### src/beam_reduce_pkg.sv
//--------------------------------------------------------------------------
// widths, types and the fixed walsh sign codebook of the beam reduction path
// BEAM_W and BEAM_IDX_W follow the default antenna and beam counts
//--------------------------------------------------------------------------
package beam_reduce_pkg;

    localparam int ANT_N      = 8;
    localparam int BEAM_N     = 8;
    localparam int SAMPLE_W   = 16;
    localparam int BEAM_W     = SAMPLE_W + $clog2(ANT_N);  // 19, no overflow for 8 ants
    localparam int POWER_W    = BEAM_W + 1;                // |I|+|Q|
    localparam int RBG_LEN_W  = 6;                         // 1..63 REs, 0 acts as 1
    localparam int ACC_W      = POWER_W + RBG_LEN_W;
    localparam int BEAM_IDX_W = $clog2(BEAM_N);

    typedef logic signed [SAMPLE_W-1:0] sample_t;
    typedef logic signed [BEAM_W-1:0]   beam_sum_t;
    typedef logic        [POWER_W-1:0]  power_t;
    typedef logic        [ACC_W-1:0]    acc_t;

    //----------------------------------------------------------------------
    // codebook, bit set means weight -1 (odd parity of beam & antenna)
    //----------------------------------------------------------------------
    function automatic logic [BEAM_N-1:0][ANT_N-1:0] gen_codebook();
        logic [BEAM_N-1:0][ANT_N-1:0] cb;
        cb = '0;
        for (int b = 0; b < BEAM_N; b++) begin
            for (int a = 0; a < ANT_N; a++) begin
                cb[b][a] = ^(a & b);
            end
        end
        return cb;
    endfunction

    localparam logic [BEAM_N-1:0][ANT_N-1:0] CODEBOOK = gen_codebook();

    // apb register map, byte addresses
    localparam logic [3:0] REG_CTRL    = 4'h0;
    localparam logic [3:0] REG_RBG_LEN = 4'h4;
    localparam logic [3:0] REG_RBG_CNT = 4'h8;

    localparam logic [RBG_LEN_W-1:0] RBG_LEN_RESET = 6'd12;

endpackage

### src/beam_power.sv
//--------------------------------------------------------------------------
// |I|+|Q| magnitude estimate, two register stages
//--------------------------------------------------------------------------
`timescale 1ns/1ps

module beam_power import beam_reduce_pkg::*; #(
    parameter int BEAM_N = beam_reduce_pkg::BEAM_N
) (
    input  logic      i_clk,
    input  logic      i_reset,
    input  beam_sum_t i_beam_i [BEAM_N],
    input  beam_sum_t i_beam_q [BEAM_N],
    input  logic      i_vld,
    output power_t    o_power [BEAM_N],
    output logic      o_vld
);

    logic [BEAM_W-1:0] abs_i [BEAM_N];  // unsigned, most negative input still fits
    logic [BEAM_W-1:0] abs_q [BEAM_N];
    logic              vld_d1;

    always_ff @(posedge i_clk) begin
        for (int b = 0; b < BEAM_N; b++) begin
            abs_i[b]   <= (i_beam_i[b] < 0) ? -i_beam_i[b] : i_beam_i[b];
            abs_q[b]   <= (i_beam_q[b] < 0) ? -i_beam_q[b] : i_beam_q[b];
            o_power[b] <= power_t'(abs_i[b]) + power_t'(abs_q[b]);
        end
    end

    // valid follows both stages
    always_ff @(posedge i_clk) begin
        if (i_reset) begin
            vld_d1 <= 1'b0;
            o_vld  <= 1'b0;
        end else begin
            vld_d1 <= i_vld;
            o_vld  <= vld_d1;
        end
    end

endmodule

### config.mk
export PLATFORM = sky130hd
export DESIGN_NAME = beam_power
export DESIGN_NICKNAME = d
export VERILOG_FILES = /design/src/beam_reduce_pkg.sv /design/src/beam_power.sv
export SDC_FILE = /design/constraint.sdc
export NUM_CORES = 1
export LEC_CHECK = 0
export BUFFER_PORTS_ARGS = -buffer_cell sky130_fd_sc_hd__buf_2
export CAP_MARGIN = 20
export CORE_UTILIZATION = 40
export CTS_CLUSTER_SIZE = 14
export DETAILED_ROUTE_END_ITERATION = 6
export PLACE_DENSITY = 0.59
export SYNTH_ARGS = -nofsm -noshare
export SYNTH_HDL_FRONTEND = slang
export SYNTH_SLANG_ARGS = --single-unit
### constraint.sdc
create_clock -name i_clk -period 4.4 [get_ports i_clk]
set_input_delay 0.22 -clock i_clk [delete_from_list [all_inputs] [get_ports i_clk]]
set_output_delay 0.22 -clock i_clk [all_outputs]
set_load 0.02 [all_outputs]
# Word level (Yosys, flattened, before mapping)
# Memory sizes are Yosys's and may differ from the RTL's.
# Cells that the tools add are included.
[classes]
n_addsub = 24
order_cmp = 16
muxes = 16
[ops]
columns = ["cell", "n"]
rows = [
  ["less-than comparator 19 x 1 -> 1 bit, second input constant", 16],
  ["2-to-1 mux 19 bit", 16],
  ["negation 19 bit", 16],
  ["adder 19 x 19 -> 20 bit", 8],
]
[totals]
ff_bits = 162
mem_bits_rw = 304
in_bits = 307
out_inout_bits = 161
wordCells = 68
mem_count = 2
[mem_list]
columns = ["memory", "words", "width", "rd", "rd_clocked_by_memory_dff", "write_ports", "line", "source"]
rows = [
  ["abs_i", 8, 19, 8, 0, 8, "beam_power.sv:18", "logic [BEAM_W-1:0] abs_i [BEAM_N];"],
  ["abs_q", 8, 19, 8, 0, 8, "beam_power.sv:19", "logic [BEAM_W-1:0] abs_q [BEAM_N];"],
]

# Longest topological paths before layout
[depth]
word_depth = 2
mapped_depth = 10

# Worst setup path before layout
# No wires, ideal clock.
[synth_timing]
path_kind = "flip-flop to flip-flop"
start = "memory abs_q[0][0] (netlist name)"
end = "register o_power[154] (netlist name)"
arrival_ns = 2.328
slack_ns = 1.949
stages_incl_launch_ff = 9
n_path_buf = 0
synth_period_minus_slack_ns = 2.451
cell_sequence = "dfxtp_1 ha_1 fa_1 a21o_1 a21oi_1 nor2b_1 o41a_1 a221o_1 a311o_1"
[synth_lines]
columns = ["item", "line", "source"]
rows = [
  ["from (decl)", "beam_power.sv:19", ""],
  ["to (signal, indexed assignment)", "beam_power.sv:26", "o_power[b] <= power_t'(abs_i[b]) + power_t'(abs_q[b]);"],
  ["to (decl)", "beam_power.sv:14", "output power_t o_power [BEAM_N],"],
]

==> impl_metrics.tcl <==
set metrics [dict create \
    wl_met2_um 29700 \
    p_clk_share_pct 30.8 \
    cp.arrival_ps 3560 \
    clk_pin_slew_worst_paths_ps 60 \
    drt_wl_total_um 62700 \
    numCtsBuffers 52 \
    fin_nets 3606 \
    clkLatencyLatePin_ps 590 \
    ys.flop_type "dfxtp_1" \
    switchingPower_mw 4.75 \
    fill_cells 4608 \
    utilization_pct 57.0 \
    hp-class "in -> reg" \
    die_area_sq_um 55400 \
    grt_start_max_net_pins 20 \
    routedLengthMet1_um 26600 \
    core_sq_um 53800 \
    h-tree-depth 2 \
    ys_types 63 \
    vias_per_cell 5.06 \
    wire_per_inst_um 16.2 \
    p_seq_share_pct 37.5 \
    cts_resized 0 \
    drv_cap 0 \
    synth_fp_nets 2724 \
    synth_top_area_share_pct 42.8 \
    intPower_mw 9.68 \
    first_pass_iters 5 \
    start_util_pct 40.5 \
    outcome "finished, final reports clean" \
    worstPathRequired_ps 4880 \
    finClkSkew_ps 15.6 \
    power_density_nw_per_um2 470 \
    worst_slew_pin_slew_ps 1030 \
    fmax_ghz 0.324 \
    syn_avg_cell_area_sq_um 9.72 \
    drc_errors 0 \
    crit_fanout 3 \
    dieWidth_um 235 \
    grt_pass1_wl_um 99200 \
    combPwrFrac_pct 31.6 \
    tns_ps 0 \
    drive_gt1_share_pct 18.6 \
    io-pin-count 468 \
    fin_crit_sh_pct 70.1 \
    cts_tree "yes" \
    wl_met3_um 3760 \
    dr_total_vias 19600 \
    postCtsSetupRepairBufs 0 \
    seq_area_frac_synth_pct 42.8 \
    grt_usage_pct 22.0 \
    p_leak_nw 13.4 \
    synth-seq-cells 466 \
    postSynth.asyncResetShare_pct 0 \
    slew_viol_final 0 \
    hpwl_um 46500 \
    drtIter0Drc 641 \
    hold_viol 0 \
    yosys-top-cells-area "dfxtp_1, xnor2_1, ha_1" \
    grt_pass1_vias 19700 \
    cts-root-buf "clkbuf_16" \
    synth_edf_count 0 \
    finalPower_mw 14.4 \
    crit_path_end_kind "register" \
    area_growth_syn_to_layout_pct 40.8 \
    setup_violations 0 \
    fin_crit_ps 3080 \
    syn_area_sq_um 21800 \
    top_layer "met5" \
    antenna_found_initial 16 \
    place.gp.congestion 0.934 \
    rows 85 \
    yosysWarnings 0 \
    swShare_pct 32.9 \
    start_kind "input port" \
    clockBufferDepth 3 \
    vdd_drop_max_v 0.000298 \
    slew_headroom_pct 30.6 \
    ant_nets 0 \
    port_buffers 467 \
    yosysTopAreaCell "dfxtp_1" \
    grt_overflow 0 \
    syn_inst 2241 \
    crit_type "in -> reg" \
    cts.sinks 466 \
    dieHeight_um 235 \
    rsz0062_at_grt "false" \
]
==> metal layers <==
metal  up-vias  track usage, %
li1       9801               -
met3       180            4.73
met2       625            38.4
met1      8990            26.0
met5         -               0
met4         6            9.88
==> Yosys cell counts, drive strengths merged, types with 25 or more instances <==
cell type	number
o31ai	68
or4	33
ha	168
inv	70
nor3	29
a21o	63
dfxtp	466
nand2b	34
or3	47
o21ai	152
nand3	46
xor2	86
o21a	25
clkbuf	39
xnor2	286
nand2	173
nor2	108
o41ai	36
a21oi	107
==> path summary, 6_finish.rpt <==
kind | from | to | slack, ps | depth (start not counted)
max | i_beam_i[80] | abs_i[0][73] | 1320 | 9
min | i_beam_q[94] | abs_q[0][61] | 50 | 3
max reg2reg | abs_q[0][0] | o_power[154] | 1710 | 8
min reg2reg | abs_q[1][19] | o_power[40] | 450 | 1
==> worst max-delay path, cell delays in order <==
cell	delay [ps]
dlygate4sd3_1	570
buf_2	140
or3_1	400
or3b_4	430
or3_4	350
or4_4	450
o41ai_2	320
xnor2_1	120
dlygate4sd3_1	560
==> cells in the final DEF, fill, tap and decap left out, drive strengths merged, types with 18 or more instances in the layout <==
cell           n
buf          468
dfxtp        466
dlygate4sd3  400
xnor2        286
nand2        173
ha           168
o21ai        152
nor2         108
a21oi        107
xor2          86
inv           74
clkbuf        70
o31ai         68
a21o          63
or3           47
nand3         46
o41ai         36
nand2b        34
or4           33
nor3          29
o21a          25
a211oi        20
nor2b         18
==> repair_timing <==
item                                    CTS  global route
endpoints found under the setup margin    0             0
endpoints found under the hold margin   306             0
hold buffers                            400             0
==> state kept, by name, indices dropped and copies added (netlist names) <==
name / flops
o_power: 160
abs_i: 152
abs_q: 152
o_vld: 1
vld_d1: 1
==> stage by stage <==
| step | hold slack [ps] | cells | instance area (sq um) | setup WS, ps |
|---|---|---|---|---|
| 2_1_floorplan | 248 | 2241 | 21800 | 1950 |
| 3_3_place_gp | 356 | 3365 | 24800 | 1820 |
| 4_1_cts | 1.11 | 3862 | 30600 | 1440 |
| 6_report | 48.9 | 3875 | 30700 | 1320 |
| 3_5_place_dp | 363 | 3365 | 24800 | 1760 |
| 5_1_grt | 40.4 | 3874 | 30700 | 1230 |
==> power by group through the flow <==
stage,Clock (mW),Sequential (mW),Combinational (mW)
3_5_place_dp,0,5.50,4.18
2_1_floorplan,0,6.14,2.04
3_3_place_gp,0,5.51,4.14
4_1_cts,4.57,5.42,4.54
5_1_grt,4.75,5.49,4.95
6_report,4.44,5.42,4.56
==> cell type report <==
class / instances / area (sq um) / share of cell area, %
antenna: 13 / 32.5 / 0.106
sequential: 466 / 9330 / 30.4
clock inverter: 27 / 295 / 0.963
tap: 696 / 871 / 2.84
timing repair buffer: 868 / 6350 / 20.7
multi-input combinational: 1665 / 12000 / 39.2
inverter: 70 / 263 / 0.857
clock buffer: 70 / 1490 / 4.86
==> cells by family (layout without fill, tap and decap cells) <==
logic type | after synthesis | after routing | share of synthesized area (%)
flops | 466 | 466 | 42.8
mux | 2 | 2 | 0.0919
xor+xnor | 372 | 372 | 15.0
simple gates | 557 | 557 | 13.0
buf+inv | 110 | 1035 | 1.90
fa+ha+maj | 176 | 176 | 10.4
other cells | 0 | 13 | 0
compound gates | 558 | 558 | 16.8
Note: power is estimated with default switching activity, not from simulation.
