### config.mk
export PLATFORM = sky130hd
export DESIGN_NAME = beam_cfg_apb
export DESIGN_NICKNAME = d
export VERILOG_FILES = /design/src/beam_reduce_pkg.sv /design/src/beam_cfg_apb.sv
export SDC_FILE = /design/constraint.sdc
export NUM_CORES = 1
export LEC_CHECK = 0
export BUFFER_PORTS_ARGS = -buffer_cell sky130_fd_sc_hd__buf_2
export CORE_MARGIN = 5
export CORE_UTILIZATION = 43
export DETAILED_ROUTE_END_ITERATION = 10
export PLACE_DENSITY = 0.79
export SLEW_MARGIN = 20
export SYNTH_ARGS = -nofsm -noshare
export SYNTH_HDL_FRONTEND = slang
export SYNTH_SLANG_ARGS = --single-unit
### constraint.sdc
create_clock -name i_clk -period 2.3 [get_ports i_clk]
set_input_delay 0.115 -clock i_clk [delete_from_list [all_inputs] [get_ports i_clk]]
set_output_delay 0.115 -clock i_clk [all_outputs]
set_load 0.01 [all_outputs]
### src/beam_reduce_pkg.sv
//--------------------------------------------------------------------------
// widths, types and the fixed walsh sign codebook of the beam reduction path
// BEAM_W and BEAM_IDX_W follow the default antenna and beam counts
//--------------------------------------------------------------------------
package beam_reduce_pkg;

    localparam int ANT_N      = 8;
    localparam int BEAM_N     = 8;
    localparam int SAMPLE_W   = 16;
    localparam int BEAM_W     = SAMPLE_W + $clog2(ANT_N);  // 19, no overflow for 8 ants
    localparam int POWER_W    = BEAM_W + 1;                // |I|+|Q|
    localparam int RBG_LEN_W  = 6;                         // 1..63 REs, 0 acts as 1
    localparam int ACC_W      = POWER_W + RBG_LEN_W;
    localparam int BEAM_IDX_W = $clog2(BEAM_N);

    typedef logic signed [SAMPLE_W-1:0] sample_t;
    typedef logic signed [BEAM_W-1:0]   beam_sum_t;
    typedef logic        [POWER_W-1:0]  power_t;
    typedef logic        [ACC_W-1:0]    acc_t;

    //----------------------------------------------------------------------
    // codebook, bit set means weight -1 (odd parity of beam & antenna)
    //----------------------------------------------------------------------
    function automatic logic [BEAM_N-1:0][ANT_N-1:0] gen_codebook();
        logic [BEAM_N-1:0][ANT_N-1:0] cb;
        cb = '0;
        for (int b = 0; b < BEAM_N; b++) begin
            for (int a = 0; a < ANT_N; a++) begin
                cb[b][a] = ^(a & b);
            end
        end
        return cb;
    endfunction

    localparam logic [BEAM_N-1:0][ANT_N-1:0] CODEBOOK = gen_codebook();

    // apb register map, byte addresses
    localparam logic [3:0] REG_CTRL    = 4'h0;
    localparam logic [3:0] REG_RBG_LEN = 4'h4;
    localparam logic [3:0] REG_RBG_CNT = 4'h8;

    localparam logic [RBG_LEN_W-1:0] RBG_LEN_RESET = 6'd12;

endpackage

### src/beam_cfg_apb.sv
//--------------------------------------------------------------------------
// apb slave, zero wait states, pready tied high
// rbg counter saturates at 16 bits and ignores writes
//--------------------------------------------------------------------------
`timescale 1ns/1ps

module beam_cfg_apb import beam_reduce_pkg::*; (
    input  logic                 i_clk,
    input  logic                 i_reset,
    input  logic                 i_psel,
    input  logic                 i_penable,
    input  logic                 i_pwrite,
    input  logic [3:0]           i_paddr,
    input  logic [31:0]          i_pwdata,
    output logic [31:0]          o_prdata,
    output logic                 o_pready,
    input  logic                 i_rbg_done,
    output logic                 o_enable,
    output logic [RBG_LEN_W-1:0] o_rbg_len
);

    localparam int CNT_W = 16;

    logic             wr_en;
    logic [CNT_W-1:0] rbg_cnt;

    assign o_pready = 1'b1;
    assign wr_en    = i_psel & i_penable & i_pwrite;  // access phase

    //----------------------------------------------------------------------
    // writable registers
    //----------------------------------------------------------------------
    always_ff @(posedge i_clk) begin
        if (i_reset) begin
            o_enable  <= 1'b0;
            o_rbg_len <= RBG_LEN_RESET;
        end else if (wr_en) begin
            if (i_paddr == REG_CTRL) begin
                o_enable <= i_pwdata[0];
            end
            if (i_paddr == REG_RBG_LEN) begin
                o_rbg_len <= i_pwdata[RBG_LEN_W-1:0];
            end
        end
    end

    // completed rbg count, sticks at all ones
    always_ff @(posedge i_clk) begin
        if (i_reset) begin
            rbg_cnt <= '0;
        end else if (i_rbg_done && (rbg_cnt != '1)) begin
            rbg_cnt <= rbg_cnt + 1'b1;
        end
    end

    // read mux, unmapped reads return zero
    always_comb begin
        o_prdata = '0;
        case (i_paddr)
            REG_CTRL:    o_prdata[0]             = o_enable;
            REG_RBG_LEN: o_prdata[RBG_LEN_W-1:0] = o_rbg_len;
            REG_RBG_CNT: o_prdata[CNT_W-1:0]     = rbg_cnt;
            default:     o_prdata                = '0;
        endcase
    end

endmodule

==> Word-level counts from Yosys, hierarchy flattened <==
Index checks and enable logic that the tools add are counted.
Widths: inputs -> output; s select.
{ "word_totals": {"register_bits": 23, "latchBits": 0, "ram_bits": 0, "mem_bits_ro": 0, "in_bits": 42, "output_inout_bits": 40, "wordCells": 16, "memories": 0} }
{ "classes": {"addsub": 1, "multipliers": 0, "div_mod_pow": 0, "magnitude_cmp": 0, "eq_ne": 3, "shift": 0, "n_mux": 3, "bitwise_logic": 2, "n_reduce_logical": 4} }
{ "op_table": {"columns": ["operator", "n"], "rows": [
  ["$add 16x1->16 const B", 1],
  ["$ne 16x16->1 const B", 1],
  ["$mux 10", 1],
  ["$pmux 5 s2", 1],
  ["$eq 4x3->1 const B", 1],
  ["$eq 4x4->1 const B", 1],
  ["$logic_not 4->1", 1],
  ["$reduce_and 2->1", 2],
  ["$pmux 1 s3", 1],
  ["$and 1x1->1", 2],
  ["$logic_and 1x1->1", 1]
]} }

==> Longest topological paths before layout <==
{ "logic_depth": {"ltp_word": 3, "mapped_depth": 5, "ltp_nobuf": 5} }

==> Worst setup path before layout <==
Ideal clock, no wire load.
{ "synth_path": {"kind": "reg-to-reg", "from": "reg rbg_cnt[3]", "to": "reg rbg_cnt[15]", "setup_ns": 0.071, "arrival_ns": 1.706, "t_required_ns": 2.229, "setup_slack_ns": 0.523, "path_stages_with_launch": 6, "path_buffers": 1, "period_less_slack_ns": 1.777, "cell_sequence": "dfxtp_1 -> nand4_2 -> or3_1 -> clkbuf_2 -> or4b_1 -> a21oi_1"} }
{ "synth_between": {"elab_chain_len": 2, "elab_cells_between_ends": 3, "cone_classes": "1 x add/sub; 1 x eq/ne; 1 x reduce/logical"} }
{ "synth_lines": {"columns": ["item", "line", "text"], "rows": [
  ["start: declaration", "beam_cfg_apb.sv:25", "logic [CNT_W-1:0] rbg_cnt;"],
  ["start signal: assignment", "beam_cfg_apb.sv:52", "rbg_cnt <= rbg_cnt + 1'b1;"],
  ["parallel branches: the longest is 2 deep, another holds $add 16x1->16", null, null]
]} }
Parallel ways; which one is timed is not known.
A chain may end at the register's enable or synchronous reset.

==> Worst setup path in the final report <==
Same ends and word-level chain as after synthesis.

==> flow_metrics.py <==
metrics = {
    "final_layout": {
        "area_growth_pct": 16.0,
        "diodes": 0,
        "final_util_pct": 51.7,
        "layout_common_cells": "buf_2 (38), dfxtp_1 (23), conb_1 (17)",
        "multi_input_area_um2": 800,
        "fillers": 310,
        "final_common_cell": "buf_2",
        "nets": 248,
        "layout-drive-gt1-share_pct": 24.5,
        "regArea_um2": 460,
        "fin_area_um2": 1580,
    },
    "sta": {
        "fin_crit_ns": 1.97,
        "rsz0062_at_grt": "false",
        "period_share_pct": 85.4,
        "fin_worst_skew_ns": 0.00880,
        "fin_tns_setup_ns": 0,
        "drv_slew": 0,
        "timing.fmax_mhz": 509,
        "hold_viol": 0,
        "finalSetupViolCount": 0,
    },
    "detailed_routing": {
        "ant_nets": 0,
        "vias_per_cell": 5.13,
        "wirelength_um": 3010,
        "drt_iter0_drc": 91,
        "num_vias": 1272,
        "routedWlPerCell_um": 12.1,
        "firstDrtPassIters": 4,
        "drc_errors": 0,
    },
    "clock_network": {
        "clk_pin_slew_ns": 0.13,
        "cts_root_buf": "clkbuf_4",
        "tritoncts": "done",
        "cts_htree_levels": 1,
        "post_cts_buffers": 0,
        "cts.sink_count": 23,
        "cts_resized": 0,
        "numCtsBuffers": 3,
        "cts_buffer_depth": 2,
        "clock_latency_ns": 0.32,
        "postCtsHoldBufs": 0,
    },
    "worst_setup_path": {
        "worstPathCellList": "nand4_2 -> or3_1 -> or4b_1 -> a21oi_1",
        "cp_num_cells": 4,
        "start_kind": "flip-flop",
        "rr_endpoint": "rbg_cnt[15]$_SDFFE_PP0P_",
        "rr_worst_depth": 4,
        "reg2reg_slack_ns": 0.33,
        "cpMaxStageDelayCell": "or3_1",
        "r2r-start": "rbg_cnt[3]$_SDFFE_PP0P_",
        "crit_buf_inv": 0,
        "cp-startpoint": "rbg_cnt[3]$_SDFFE_PP0P_",
        "crit_family": "simple AND/OR/NAND/NOR gates",
        "cp_max_fo": 8,
        "max_stage_delay_ns": 0.54,
        "cp.required_ns": 2.55,
        "critPathKind": "flip-flop to flip-flop",
        "worstPathArrival_ns": 2.22,
        "endpoint_kind": "flip-flop",
    },
    "place": {
        "port_buffers": 38,
        "post-dp-hpwl_um": 2280,
        "gp_congestion": 0.800,
        "dpl_cell_area_um2": 1540,
    },
    "grt": {
        "grt_pass1_wl_um": 4930,
        "grt.met3_usage_pct": 1.53,
        "grtUsageMet2_pct": 23.4,
        "antenna_found_initial": 0,
        "grt_pass1_vias": 1109,
        "grtUsageMet1_pct": 17.8,
        "gr-usage-all-layers_pct": 14.0,
        "grt_max_degree": 22,
        "top_usage_layer": "met2",
        "gr-total-overflow": 0,
    },
    "floorplan": {
        "die_area_um2": 4390,
        "start_util_pct": 44.6,
        "rows": 20,
        "boundaryPins": 82,
        "core_um2": 3050,
        "fp.dieH_um": 66.3,
        "chipWidth_um": 66.3,
    },
    "worst_hold_path": {
        "worstHoldPathType": "primary input to flip-flop",
        "whs_path_depth": 3,
        "min-delay-start": "i_pwdata[2]",
        "hold-path-endpoint": "o_rbg_len[2]$_SDFFE_PP1P_",
    },
    "synth": {
        "netlist_instances": 165,
        "netlist-cell-type-count": 34,
        "ys_seq_area_share_pct": 33.8,
        "yosys_most_used_dff": "dfxtp_1",
        "syn-cell-area_um2": 1360,
        "synth_seq_cells": 23,
        "synthArstFlopShare_pct": 0,
        "syn_avg_cell_area_um2": 8.25,
        "synth_edf_count": 0,
        "synth_warnings": 0,
    },
    "outcome": {
        "status": "completed",
    },
    "power": {
        "swShare_pct": 25.4,
        "clockPowerShare_pct": 28.8,
        "p_int_w": 0.000493,
        "pwr-share-seq_pct": 61.6,
        "p_per_area_nw_per_um2": 419,
        "p_comb_share_pct": 9.5,
        "power_leakage_nw": 0.673,
        "p_switching_w": 0.000168,
        "ir_drop_mv": 0.188,
    },
    "run": {
        "cap_violations": 0,
    },
}
## routing by layer
layer  vias to the layer above  part of all wire, %
met3                         5                  4.9
met5                         -                    0
met4                         0                  1.9
met1                       583                   43
li1                        652                    -
met2                        32                   50
## synth_stat cells, drive strengths merged (5+ instances only)
cell | instances | share of area [%]
and2 | 10 | 4.6
buf | 18 | 9.7
a22o | 5 | 3.2
nor3 | 9 | 3.3
a21oi | 7 | 2.6
nor2 | 15 | 4.1
nand4 | 6 | 3.2
dfxtp | 23 | 34
nand2 | 9 | 2.5
mux2i | 10 | 7.4
nand3 | 9 | 3.3
## power by group through the flow
stage          Clock (W)  Sequential [W]  Combinational (W)
3_3_place_gp           0        0.000416          0.0000597
5_1_grt         0.000219        0.000409          0.0000716
3_5_place_dp           0        0.000416          0.0000613
2_1_floorplan          0        0.000415          0.0000567
4_1_cts         0.000195        0.000408          0.0000614
6_report        0.000191        0.000408          0.0000631
## registers in the layout, summed over array words and instances, names as in the netlist
signal,flops
o_enable,1
o_rbg_len,6
rbg_cnt,16
## how the worst max path moves through the flow
stage / to
after global placement: rbg_cnt[10]$_SDFFE_PP0P_
final: rbg_cnt[15]$_SDFFE_PP0P_
after floorplan: rbg_cnt[15]$_SDFFE_PP0P_
after detailed placement: rbg_cnt[10]$_SDFFE_PP0P_
after CTS: rbg_cnt[10]$_SDFFE_PP0P_
after global routing: rbg_cnt[10]$_SDFFE_PP0P_
## tightest hold or removal path: cells and delay by family
kind / cells / cell delay (ns)
buf+inv: 1 / 0.08
mux: 1 / 0.05
simple gates: 1 / 0.06
## cells by family (layout without fill, tap and decap cells)
family | count (synthesis) | count (layout) | share of synthesized area [%]
mux | 11 | 11 | 8.18
other cells | 2 | 17 | 0.552
fa+ha+maj | 1 | 1 | 0.919
buf+inv | 26 | 50 | 12.0
simple gates | 76 | 76 | 30.9
flops | 23 | 23 | 33.8
compound gates | 26 | 26 | 13.6
## final cells by class
class                   count  share of cell area (%)
clock buffers               4                    1.66
inverters                   4                   0.951
multi-input cells         131                    50.6
flip-flops and latches     23                    29.2
well taps                  44                    3.49
repair buffers             42                    14.1
## stage by stage
stage | worst slack (ns) | instances | hold slack (ns) | power (W)
after floorplan | 0.523 | 180 | 0.243 | 0.000472
after detailed placement | 0.373 | 243 | 0.338 | 0.000478
after global placement | 0.405 | 243 | 0.336 | 0.000476
final | 0.335 | 248 | 0.0109 | 0.000661
after global routing | 0.206 | 248 | 0.0175 | 0.000699
after CTS | 0.353 | 247 | 0.00404 | 0.000665
No activity file was read; power rests on OpenSTA's default activity.
