===== src/beam_reduce_pkg.sv =====
//--------------------------------------------------------------------------
// widths, types and the fixed walsh sign codebook of the beam reduction path
// BEAM_W and BEAM_IDX_W follow the default antenna and beam counts
//--------------------------------------------------------------------------
package beam_reduce_pkg;

    localparam int ANT_N      = 8;
    localparam int BEAM_N     = 8;
    localparam int SAMPLE_W   = 16;
    localparam int BEAM_W     = SAMPLE_W + $clog2(ANT_N);  // 19, no overflow for 8 ants
    localparam int POWER_W    = BEAM_W + 1;                // |I|+|Q|
    localparam int RBG_LEN_W  = 6;                         // 1..63 REs, 0 acts as 1
    localparam int ACC_W      = POWER_W + RBG_LEN_W;
    localparam int BEAM_IDX_W = $clog2(BEAM_N);

    typedef logic signed [SAMPLE_W-1:0] sample_t;
    typedef logic signed [BEAM_W-1:0]   beam_sum_t;
    typedef logic        [POWER_W-1:0]  power_t;
    typedef logic        [ACC_W-1:0]    acc_t;

    //----------------------------------------------------------------------
    // codebook, bit set means weight -1 (odd parity of beam & antenna)
    //----------------------------------------------------------------------
    function automatic logic [BEAM_N-1:0][ANT_N-1:0] gen_codebook();
        logic [BEAM_N-1:0][ANT_N-1:0] cb;
        cb = '0;
        for (int b = 0; b < BEAM_N; b++) begin
            for (int a = 0; a < ANT_N; a++) begin
                cb[b][a] = ^(a & b);
            end
        end
        return cb;
    endfunction

    localparam logic [BEAM_N-1:0][ANT_N-1:0] CODEBOOK = gen_codebook();

    // apb register map, byte addresses
    localparam logic [3:0] REG_CTRL    = 4'h0;
    localparam logic [3:0] REG_RBG_LEN = 4'h4;
    localparam logic [3:0] REG_RBG_CNT = 4'h8;

    localparam logic [RBG_LEN_W-1:0] RBG_LEN_RESET = 6'd12;

endpackage


===== src/rbg_accum.sv =====
//--------------------------------------------------------------------------
// per-beam power sum over one RBG, length latched at the first RE
// clearing the enable drops the partial RBG, a length of 0 counts as 1
//--------------------------------------------------------------------------
`timescale 1ns/1ps

module rbg_accum import beam_reduce_pkg::*; #(
    parameter int BEAM_N = beam_reduce_pkg::BEAM_N
) (
    input  logic                 i_clk,
    input  logic                 i_reset,
    input  power_t               i_power [BEAM_N],
    input  logic                 i_vld,
    input  logic                 i_enable,
    input  logic [RBG_LEN_W-1:0] i_rbg_len,
    output acc_t                 o_sum [BEAM_N],
    output logic                 o_sum_vld
);

    logic [RBG_LEN_W-1:0] re_cnt;
    logic [RBG_LEN_W-1:0] len_lat;
    logic [RBG_LEN_W-1:0] new_len;
    logic [RBG_LEN_W-1:0] cur_len;
    logic                 active;
    logic                 first_re;
    logic                 last_re;
    acc_t                 run_sum [BEAM_N];

    assign active   = i_vld & i_enable;
    assign first_re = (re_cnt == '0);
    assign new_len  = (i_rbg_len == '0) ? RBG_LEN_W'(1) : i_rbg_len;
    assign cur_len  = first_re ? new_len : len_lat;
    assign last_re  = active & (re_cnt == cur_len - 1'b1);

    //----------------------------------------------------------------------
    // RE counter
    //----------------------------------------------------------------------
    always_ff @(posedge i_clk) begin
        if (i_reset || !i_enable) begin
            re_cnt    <= '0;
            len_lat   <= RBG_LEN_RESET;
            o_sum_vld <= 1'b0;
        end else begin
            o_sum_vld <= last_re;
            if (active) begin
                re_cnt <= last_re ? '0 : re_cnt + 1'b1;
                if (first_re) begin
                    len_lat <= new_len;
                end
            end
        end
    end

    // running sums, first RE loads
    always_ff @(posedge i_clk) begin
        for (int b = 0; b < BEAM_N; b++) begin
            if (active) begin
                run_sum[b] <= first_re ? acc_t'(i_power[b]) : run_sum[b] + acc_t'(i_power[b]);
            end
            if (last_re) begin
                o_sum[b] <= first_re ? acc_t'(i_power[b]) : run_sum[b] + acc_t'(i_power[b]);
            end
        end
    end

endmodule


===== config.mk =====
export PLATFORM = sky130hd
export DESIGN_NAME = rbg_accum
export DESIGN_NICKNAME = d
export VERILOG_FILES = /design/src/beam_reduce_pkg.sv /design/src/rbg_accum.sv
export SDC_FILE = /design/constraint.sdc
export NUM_CORES = 1
export LEC_CHECK = 0
export BUFFER_PORTS_ARGS = -buffer_cell sky130_fd_sc_hd__buf_2
export CORE_ASPECT_RATIO = 1.4
export CORE_UTILIZATION = 52
export CTS_CLUSTER_SIZE = 10
export DETAILED_ROUTE_END_ITERATION = 6
export PLACE_DENSITY_LB_ADDON = 0.3
export SKIP_CTS_REPAIR_TIMING = 1
export SLEW_MARGIN = 20
export SYNTH_ARGS = -nofsm -noshare
export SYNTH_HDL_FRONTEND = slang
export SYNTH_SLANG_ARGS = --single-unit

===== constraint.sdc =====
create_clock -name i_clk -period 7.67 [get_ports i_clk]
set_input_delay 2.301 -clock i_clk [delete_from_list [all_inputs] [get_ports i_clk]]
set_output_delay 2.301 -clock i_clk [all_outputs]
set_load 0.01 [all_outputs]

; ---- Word-level counts from Yosys, hierarchy flattened
; Memories as Yosys holds them, arrays and structs flattened.
; Cells that the tools add are included.
[totals]
word_cells = 42
ram_bits = 208
in_bits = 170
reg_bits = 221
out_inout_bits = 209
mem_count = 1
[memory_table]
columns = name, words, width, rd, rd_clocked_by_memory_dff, wr, line_no
row1 = run_sum, 8, 26, 8, 0, 8, rbg_accum.sv:27  ; acc_t run_sum [BEAM_N];
[op_classes]
reduce_logical = 4
addsub = 10
n_bitwise = 2
muxes = 13
n_eq_ne = 1
[op_table]
columns = cell, count
row1 = 26-bit by 20-bit adder with 26-bit output, 8
row2 = 26-bit two-way mux, 8
row3 = 6-bit two-way mux, 3
row4 = 6-bit zero test, 2
row5 = "6-bit by 1-bit adder with 6-bit output, second input constant", 1
row6 = 6-bit equality test, 1
row7 = "6-bit by 1-bit subtractor with 6-bit output, second input constant", 1
row8 = 1-bit AND, 2
row9 = 1-bit two-way mux, 2
row10 = 1-bit zero test, 1
row11 = 1-bit logical OR, 1

; ---- Depth between registers and ports, before layout
; Gate-level depths: netlist of the first run.
[logic_depth]
ltp_word = 7
ltp_mapped = 13
depth_no_buf = 13

; ---- Worst setup path after synthesis of the first run
; OpenSTA, ideal clock, no wires.
[synth_path]
path_type = in2reg
startpoint = input port i_vld
endpoint = register re_cnt[5]
setup_time_ns = 0.070
path_slack_ns = -0.364
path_buffers = 1
arrival_ns = 7.964
t_required_ns = 7.600
path_stages = 6
cell_sequence = clkbuf_1 > nand2_1 > inv_1 > nand4_1 > or3_1 > a21oi_1
[synth_between]
elab_chain_cells = 3
[synth_lines]
columns = item, line_no
row1 = from (decl), rbg_accum.sv:13  ; input logic i_vld,
row2 = 1-bit AND *, rbg_accum.sv:29  ; assign active = i_vld & i_enable;
row3 = named net active, rbg_accum.sv:24  ; logic active;
row4 = 1-bit AND, rbg_accum.sv:33  ; assign last_re = active & (re_cnt == cur_len - 1'b1);
row5 = 6-bit two-way mux, rbg_accum.sv:46  ; re_cnt <= last_re ? '0 : re_cnt + 1'b1;
row6 = to (signal assigned), rbg_accum.sv:46
row7 = to (decl), rbg_accum.sv:20  ; logic [RBG_LEN_W-1:0] re_cnt;
; Mark *: on every way through the listed nets, which the timed path passes. The rest lies on a longest branch.
; A chain may end at the register's enable or synchronous reset.

; ---- Worst setup path after layout of the first run
[layout_path]
startpoint = input port i_rbg_len[2]
endpoint = register o_sum[57] in the netlist's numbering (enable)
[layout_between]
elab_chain_cells = 6
[layout_lines]
columns = item, line_no
row1 = from (decl), rbg_accum.sv:15  ; input logic [RBG_LEN_W-1:0] i_rbg_len,
row2 = 6-bit zero test, rbg_accum.sv:31  ; assign new_len = (i_rbg_len == '0) ? RBG_LEN_W'(1) : i_rbg_len;
row3 = 6-bit two-way mux *, rbg_accum.sv:31
row4 = 6-bit two-way mux *, -
row5 = 6-bit by 1-bit subtractor with 6-bit output *, rbg_accum.sv:33
row6 = 6-bit equality test *, rbg_accum.sv:33
row7 = 1-bit AND *, rbg_accum.sv:33
row8 = named net last_re, rbg_accum.sv:26  ; logic last_re;
row9 = "to (signal, indexed assignment)", rbg_accum.sv:61  ; o_sum[b] <= first_re ? acc_t'(i_power[b]) : run_sum[b] + acc_t'(i_power[b]);
row10 = to (decl), rbg_accum.sv:16  ; output acc_t o_sum [BEAM_N],
; Marked as above.

==> results of run 1 <==
worst paths after layout:
path	start	to	slack (ps)	cells past startpoint
worst min-delay path	len_lat[5]$_SDFFE_PP0P_	len_lat[5]$_SDFFE_PP0P_	490	2
worst min register to register	len_lat[5]$_SDFFE_PP0P_	len_lat[5]$_SDFFE_PP0P_	490	2
worst max-delay path	i_rbg_len[2]	o_sum[57]$_DFFE_PP_	2540	11
worst max register to register	re_cnt[0]$_SDFFE_PP0P_	o_sum[57]$_DFFE_PP_	3130	11
where the power goes:
group          internal [mW]  total [mW]  switching (mW)
sequential              2.67        2.70          0.0278
clock                   1.19        2.07           0.883
combinational          0.364       0.895           0.532
registers in the layout, indices dropped and copies added, names as in the netlist:
register / cells
re_cnt: 6
run_sum: 208
len_lat: 6
o_sum: 208
o_sum_vld: 1
worst reg2reg max path, stage by stage, from the launching register on:
cell and delay (ps):
dfxtp_1 380, inv_1 90, ha_1 160, nor4b_2 410, nand2_4 470, or3_1 510
o21ai_0 180, ha_1 270, a21boi_0 280, xnor2_1 180, o2111a_2 290, buf_12 640
metal layers:
| metal | up-vias | track usage [%] |
|---|---|---|
| li1 | 8500 | - |
| met1 | 8301 | 26.0 |
| met2 | 498 | 43.7 |
| met3 | 135 | 4.93 |
| met4 | 4 | 12.7 |
| met5 | - | 0 |
cell usage in the layout, fill, tap and decap left out, types with 27 or more instances in the layout:
cell type  synthesis  routed
o21ai_0          129     129
buf_2              2     378
a21oi_1          200     200
a211oi_1          27      27
nor2_1           158     158
a21o_1            61      61
inv_1             44      43
nand3_1           43      43
and3_1            28      28
clkbuf_16          0      51
nand2_1          211     210
ha_1             163     163
edfxtp_1         416     416
nand2b_1          35      35
xor2_1            77      77
o21a_1            28      28
xnor2_1           60      60
area by class of cell:
class                   count  area (sq um)
diodes                     10          25.0
clock buffers              65          1330
clock inverters             4          21.3
fillers                  3531         16900
inverters                  44           169
multi-input cells        1520         10200
flip-flops and latches    429         12800
well taps                 558           698
repair buffers            386          1980
cells in the mapped netlist (28+ instances only):
| master | n | area [sq um] |
|---|---|---|
| nand2b_1 | 35 | 219 |
| xor2_1 | 77 | 674 |
| and3_1 | 28 | 175 |
| edfxtp_1 | 416 | 12500 |
| a21o_1 | 61 | 458 |
| nand3_1 | 43 | 215 |
| o21ai_0 | 129 | 646 |
| nor2_1 | 158 | 593 |
| nand2_1 | 211 | 792 |
| ha_1 | 163 | 2040 |
| xnor2_1 | 60 | 526 |
| o21a_1 | 28 | 210 |
| a21oi_1 | 200 | 1000 |
| inv_1 | 44 | 165 |
| clkbuf_1 | 42 | 158 |
cells by family (layout without fill, tap and decap cells):
group | after synthesis | in the layout | synth area share, %
other | 0 | 10 | 0
buffers and inverters | 91 | 499 | 1.48
muxes | 25 | 25 | 1.09
adders and majority gates | 171 | 171 | 9.46
and+or+nand+nor | 599 | 599 | 12.2
DFF | 429 | 429 | 54.8
xor gates and xnor gates | 137 | 137 | 5.16
AOI/OAI and AO/OA | 588 | 588 | 15.8
==> results.toml, run 1 <==
[setup_path]
startpoint_type = "input port"
cp_top_family = "simple AND/OR/NAND/NOR gates"
crit_path_max_incr_delay_ps = 640
worstSetupPathType = "in -> reg"
path_cells = "buf_2 -> or4_1 -> nor2_1 -> or3_1 -> o21ai_0 -> ha_1 -> xor2_1 -> xnor2_1 -> nor3_1 -> o2111a_2 -> buf_12"
cp.required_ps = 7840
crit_arrival_ps = 5300
path_buf_inv = 2
slowest_stage = "buf_12"
path_max_fanout = 177
cp-end-kind = "register"

[die]
start_util_pct = 52.8
core_area_sq_mm = 0.0441
dieHeight_um = 252
chipWidth_um = 181
die_area_sq_mm = 0.0456
num_rows = 91
io_pins = 379

[sta]
maxSlewViolCount = 0
worst_pin_slew_ps = 1120
hold_ws_ps = 487
max_freq_mhz = 195
setup_tns_ps = 0
finalClockSkew_ps = 17.5
min_period_ps = 5130
slew_headroom_pct = 25.5
rsz0062_at_grt = "false"
finalCritPeriodShare_pct = 66.9
setup_slack_ps = 2540
finalSetupViolCount = 0
hold_viol_final = 0

[layout]
finish.utilization_pct = 61.6
stdcell_count = 3016
areaGrowthSynthToFinish_pct = 16.7
layout-drive-gt1-share_pct = 19.2
final_nets = 2771
fin_area_sq_mm = 0.0271

[drt]
firstDrtPassIters = 5
dr.max_layer_used = "met5"
m1WireLength_um = 21100
via_per_inst = 5.78
routed_wl_um = 55500
ant_nets = 0
drc = 0
wl_met3_um = 3380
drt_iter0_markers = 984
wl_per_cell_um = 18.4
wl_met2_um = 28500
num_vias = 17400

[power_and_ir_drop]
vdd_drop_max_v = 0.000180
power_mw = 5.67
powerDensity_mw_per_mm2 = 209
p_leak_nw = 10.9

[place]
io_buffers = 378
place_hpwl_um = 39000
preCtsSetupSlack_ps = 2090
dp_cells = 2937
post_dp_cell_area_sq_mm = 0.0258
globalplace.congestion = 0.878

[logic_synthesis]
synth_flop_cell = "edfxtp_1"
ys_ff_latch = 429
synthArstFlopShare_pct = 0
synth_edf_count = 416
ys_seq_area_share_pct = 54.8
yosys_warnings = 0
synth.cell_area_sq_mm = 0.0233
synth_cell_types = 72
synthesis.nets = 2381
avgSynthCellArea_sq_um = 11.4
synthesis.instances = 2040

[grt]
grt_use_total_pct = 24.0
antenna_found_initial = 12
grt_pass1_vias = 17700
grt.overflow.total = 0
grt_pass1_wl_um = 87800
grt_max_degree = 178

[clock_network]
clkLatencyLatePin_ps = 560
cts_root_buf = "clkbuf_16"
cts_tree = "done"
htree_levels = 2
cts.path.max_buffers = 3
cts_buffers = 49
cts_num_sinks = 429
clkTransAtPathRegs_ps = 60

[run_status]
status = "finished clean"

[run]
drv_cap = 0

[min_path]
min_path_type = "reg -> reg"
No activity file was read; power rests on OpenSTA's default activity.
==> run 2: changes to the inputs <==
--- a/config.mk
+++ b/config.mk
@@ -7,7 +7,7 @@
 export LEC_CHECK = 0
 export BUFFER_PORTS_ARGS = -buffer_cell sky130_fd_sc_hd__buf_2
 export CORE_ASPECT_RATIO = 1.4
-export CORE_UTILIZATION = 52
+export CORE_UTILIZATION = 57
 export CTS_CLUSTER_SIZE = 10
 export DETAILED_ROUTE_END_ITERATION = 6
 export PLACE_DENSITY_LB_ADDON = 0.3
==> constraint.sdc (replaced) <==
create_clock -name i_clk -period 5.3 [get_ports i_clk]
set_input_delay 1.59 -clock i_clk [delete_from_list [all_inputs] [get_ports i_clk]]
set_output_delay 1.59 -clock i_clk [all_outputs]
set_load 0.01 [all_outputs]
==> run 2 against run 1 <==
  * Register-to-register slack worse by 1800 ps
  * Clock skew rose by 3.3 ps
  * Combinational power rose by 46%
  * Highest routed layer unchanged
  * Clock-buffer cell count fell by 6
  * Critical endpoint is now run_sum[0][22]$_DFFE_PP_
  * First-iteration DRC count grew 13%
  * Sequential share of layout area hardly changed
  * Design area barely moved
  * Total power up 43%
  * Final cell count decreased by 0.93%
==> results.toml, run 2 (synthesized netlist as in run 1, its figures left out) <==
[run_status]
status = "finished clean"

[grt]
antenna_found_initial = 12
grt_max_degree = 192
met1_usage_pct = 29.6
met2_usage_pct = 46.1
use_met3_pct = 5.06
grt.overflow.total = 0
grt_busiest_layer = "met2"
grt_pass1_wl_um = 86700
grt_pass1_vias = 17400
grt_use_total_pct = 25.9

[drt]
wl_per_cell_um = 18.4
num_vias = 17600
drc = 0
ant_nets = 0
via_per_inst = 5.89
routed_wl_um = 54800
drt_iter0_markers = 1108
firstDrtPassIters = 5

[setup_path]
crit_path_max_incr_delay_ps = 540
endpoint = "run_sum[0][22]$_DFFE_PP_"
path_max_fanout = 5
r2r_start = "re_cnt[0]$_SDFFE_PP0P_"
path_buf_inv = 1
r2r-end = "o_sum[106]$_DFFE_PP_"
crit_arrival_ps = 4710
path_cells = "buf_2 -> ha_1 -> fa_1 -> a21oi_1 -> nor3_1 -> or4_1 -> a221o_1 -> o31ai_4 -> o21ai_1 -> o21ai_1 -> mux2i_1"
cp.required_ps = 5680
startpoint = "i_power[140]"
crit_top_cell = "o21ai_1"
worstRegToRegCells = 12
worstSetupPathType = "in -> reg"
rrSetupSlack_ps = 1350
cp-end-kind = "register"
slowest_stage = "or4_1"
cp_top_family = "compound AO/OA/AOI/OAI gates"
path_depth = 11
startpoint_type = "input port"

[clock_network]
clkLatencyLatePin_ps = 570
cts.path.max_buffers = 3
cts_root_buf = "clkbuf_16"
clkTransAtPathRegs_ps = 60
cts_buffers = 49
cts_num_sinks = 429
htree_levels = 2
cts_tree = "done"

[die]
start_util_pct = 57.7
core_area_sq_mm = 0.0403
die_area_sq_mm = 0.0416
io_pins = 379
num_rows = 87
chipWidth_um = 173
dieHeight_um = 241

[place]
io_buffers = 378
post_dp_cell_area_sq_mm = 0.0258
place_hpwl_um = 38400
preCtsSetupSlack_ps = 438
globalplace.congestion = 0.907

[layout]
areaGrowthSynthToFinish_pct = 16.6
finish.utilization_pct = 67.3
reg_top3 = "o_sum: 208 flops, run_sum: 208 flops"
final_common_cell = "edfxtp_1"
final_nets = 2773
fin_area_sq_mm = 0.0271
layout_common_cells = "edfxtp_1, buf_2, nand2_1"
layout-drive-gt1-share_pct = 19.4

[sta]
worst_pin_slew_ps = 1040
setup_slack_ps = 963
slew_headroom_pct = 30.5
hold_viol_final = 0
finalSetupViolCount = 0
min_period_ps = 4340
finalCritPeriodShare_pct = 81.8
hold_ws_ps = 487
maxSlewViolCount = 0
finalClockSkew_ps = 20.8
max_freq_mhz = 231
rsz0062_at_grt = "false"

[run]
drv_cap = 0

[power_and_ir_drop]
vdd_drop_max_v = 0.000275
power_mw = 8.12
p_leak_nw = 10.9
powerDensity_mw_per_mm2 = 299

[min_path]
min_path_type = "reg -> reg"
## run 2: changes by cell type in the layout (fill, tap and decap cells not counted), sizes merged
cell / before / now
diode: 10 / 11
buf: 386 / 388
clkinv: 3 / 0
clkbuf: 65 / 59
inv: 44 / 46
## run 2: worst min-delay path by stage
stage                       startpoint                       to  slack (ps)  cells past startpoint
6_report       len_lat[5]$_SDFFE_PP0P_  len_lat[5]$_SDFFE_PP0P_         490                      2
5_1_grt        len_lat[5]$_SDFFE_PP0P_  len_lat[5]$_SDFFE_PP0P_         500                      2
4_1_cts        len_lat[5]$_SDFFE_PP0P_  len_lat[5]$_SDFFE_PP0P_         480                      2
3_5_place_dp   len_lat[5]$_SDFFE_PP0P_  len_lat[5]$_SDFFE_PP0P_         470                      2
3_3_place_gp   len_lat[5]$_SDFFE_PP0P_  len_lat[5]$_SDFFE_PP0P_         460                      2
2_1_floorplan  len_lat[5]$_SDFFE_PP0P_  len_lat[5]$_SDFFE_PP0P_         450                      2
## run 2: final cells by class
type | instances | area (sq um)
Fill cell | 3038 | 13200
Sequential cell | 429 | 12800
Multi-Input combinational cell | 1520 | 10200
Timing Repair Buffer | 388 | 2030
Clock buffer | 59 | 1260
Tap cell | 534 | 668
Inverter | 44 | 169
Antenna cell | 11 | 27.5
Clock inverter | 3 | 26.3
## run 2: stage by stage
step | instances | TNS [ps]
floorplan | 2040 | -179170
global placement | 2915 | 0
detailed placement | 2915 | 0
CTS | 2977 | 0
global route | 2987 | 0
finish | 2988 | 0
## run 2: report_power, final
part / switching, mW / total [mW] / internal [mW] / leakage, nW
combinational: 0.775 / 1.31 / 0.530 / 6.32
clock: 1.26 / 2.91 / 1.65 / 0.629
sequential: 0.0411 / 3.90 / 3.86 / 3.95
## run 2: metal layers
layer  routed length [um]  part of all wire, %  up-vias
met5                   22                0.040        -
met4                 2450                  4.5        4
met3                 3400                  6.2      140
met2                28000                   51      555
met1                20900                   38     8402
li1                     -                    -     8491
## run 2: tightest hold or removal path: stages, from the launching register on
cell	delay, ps
dfxtp_1	320
nand2_1	60
a21oi_1	60
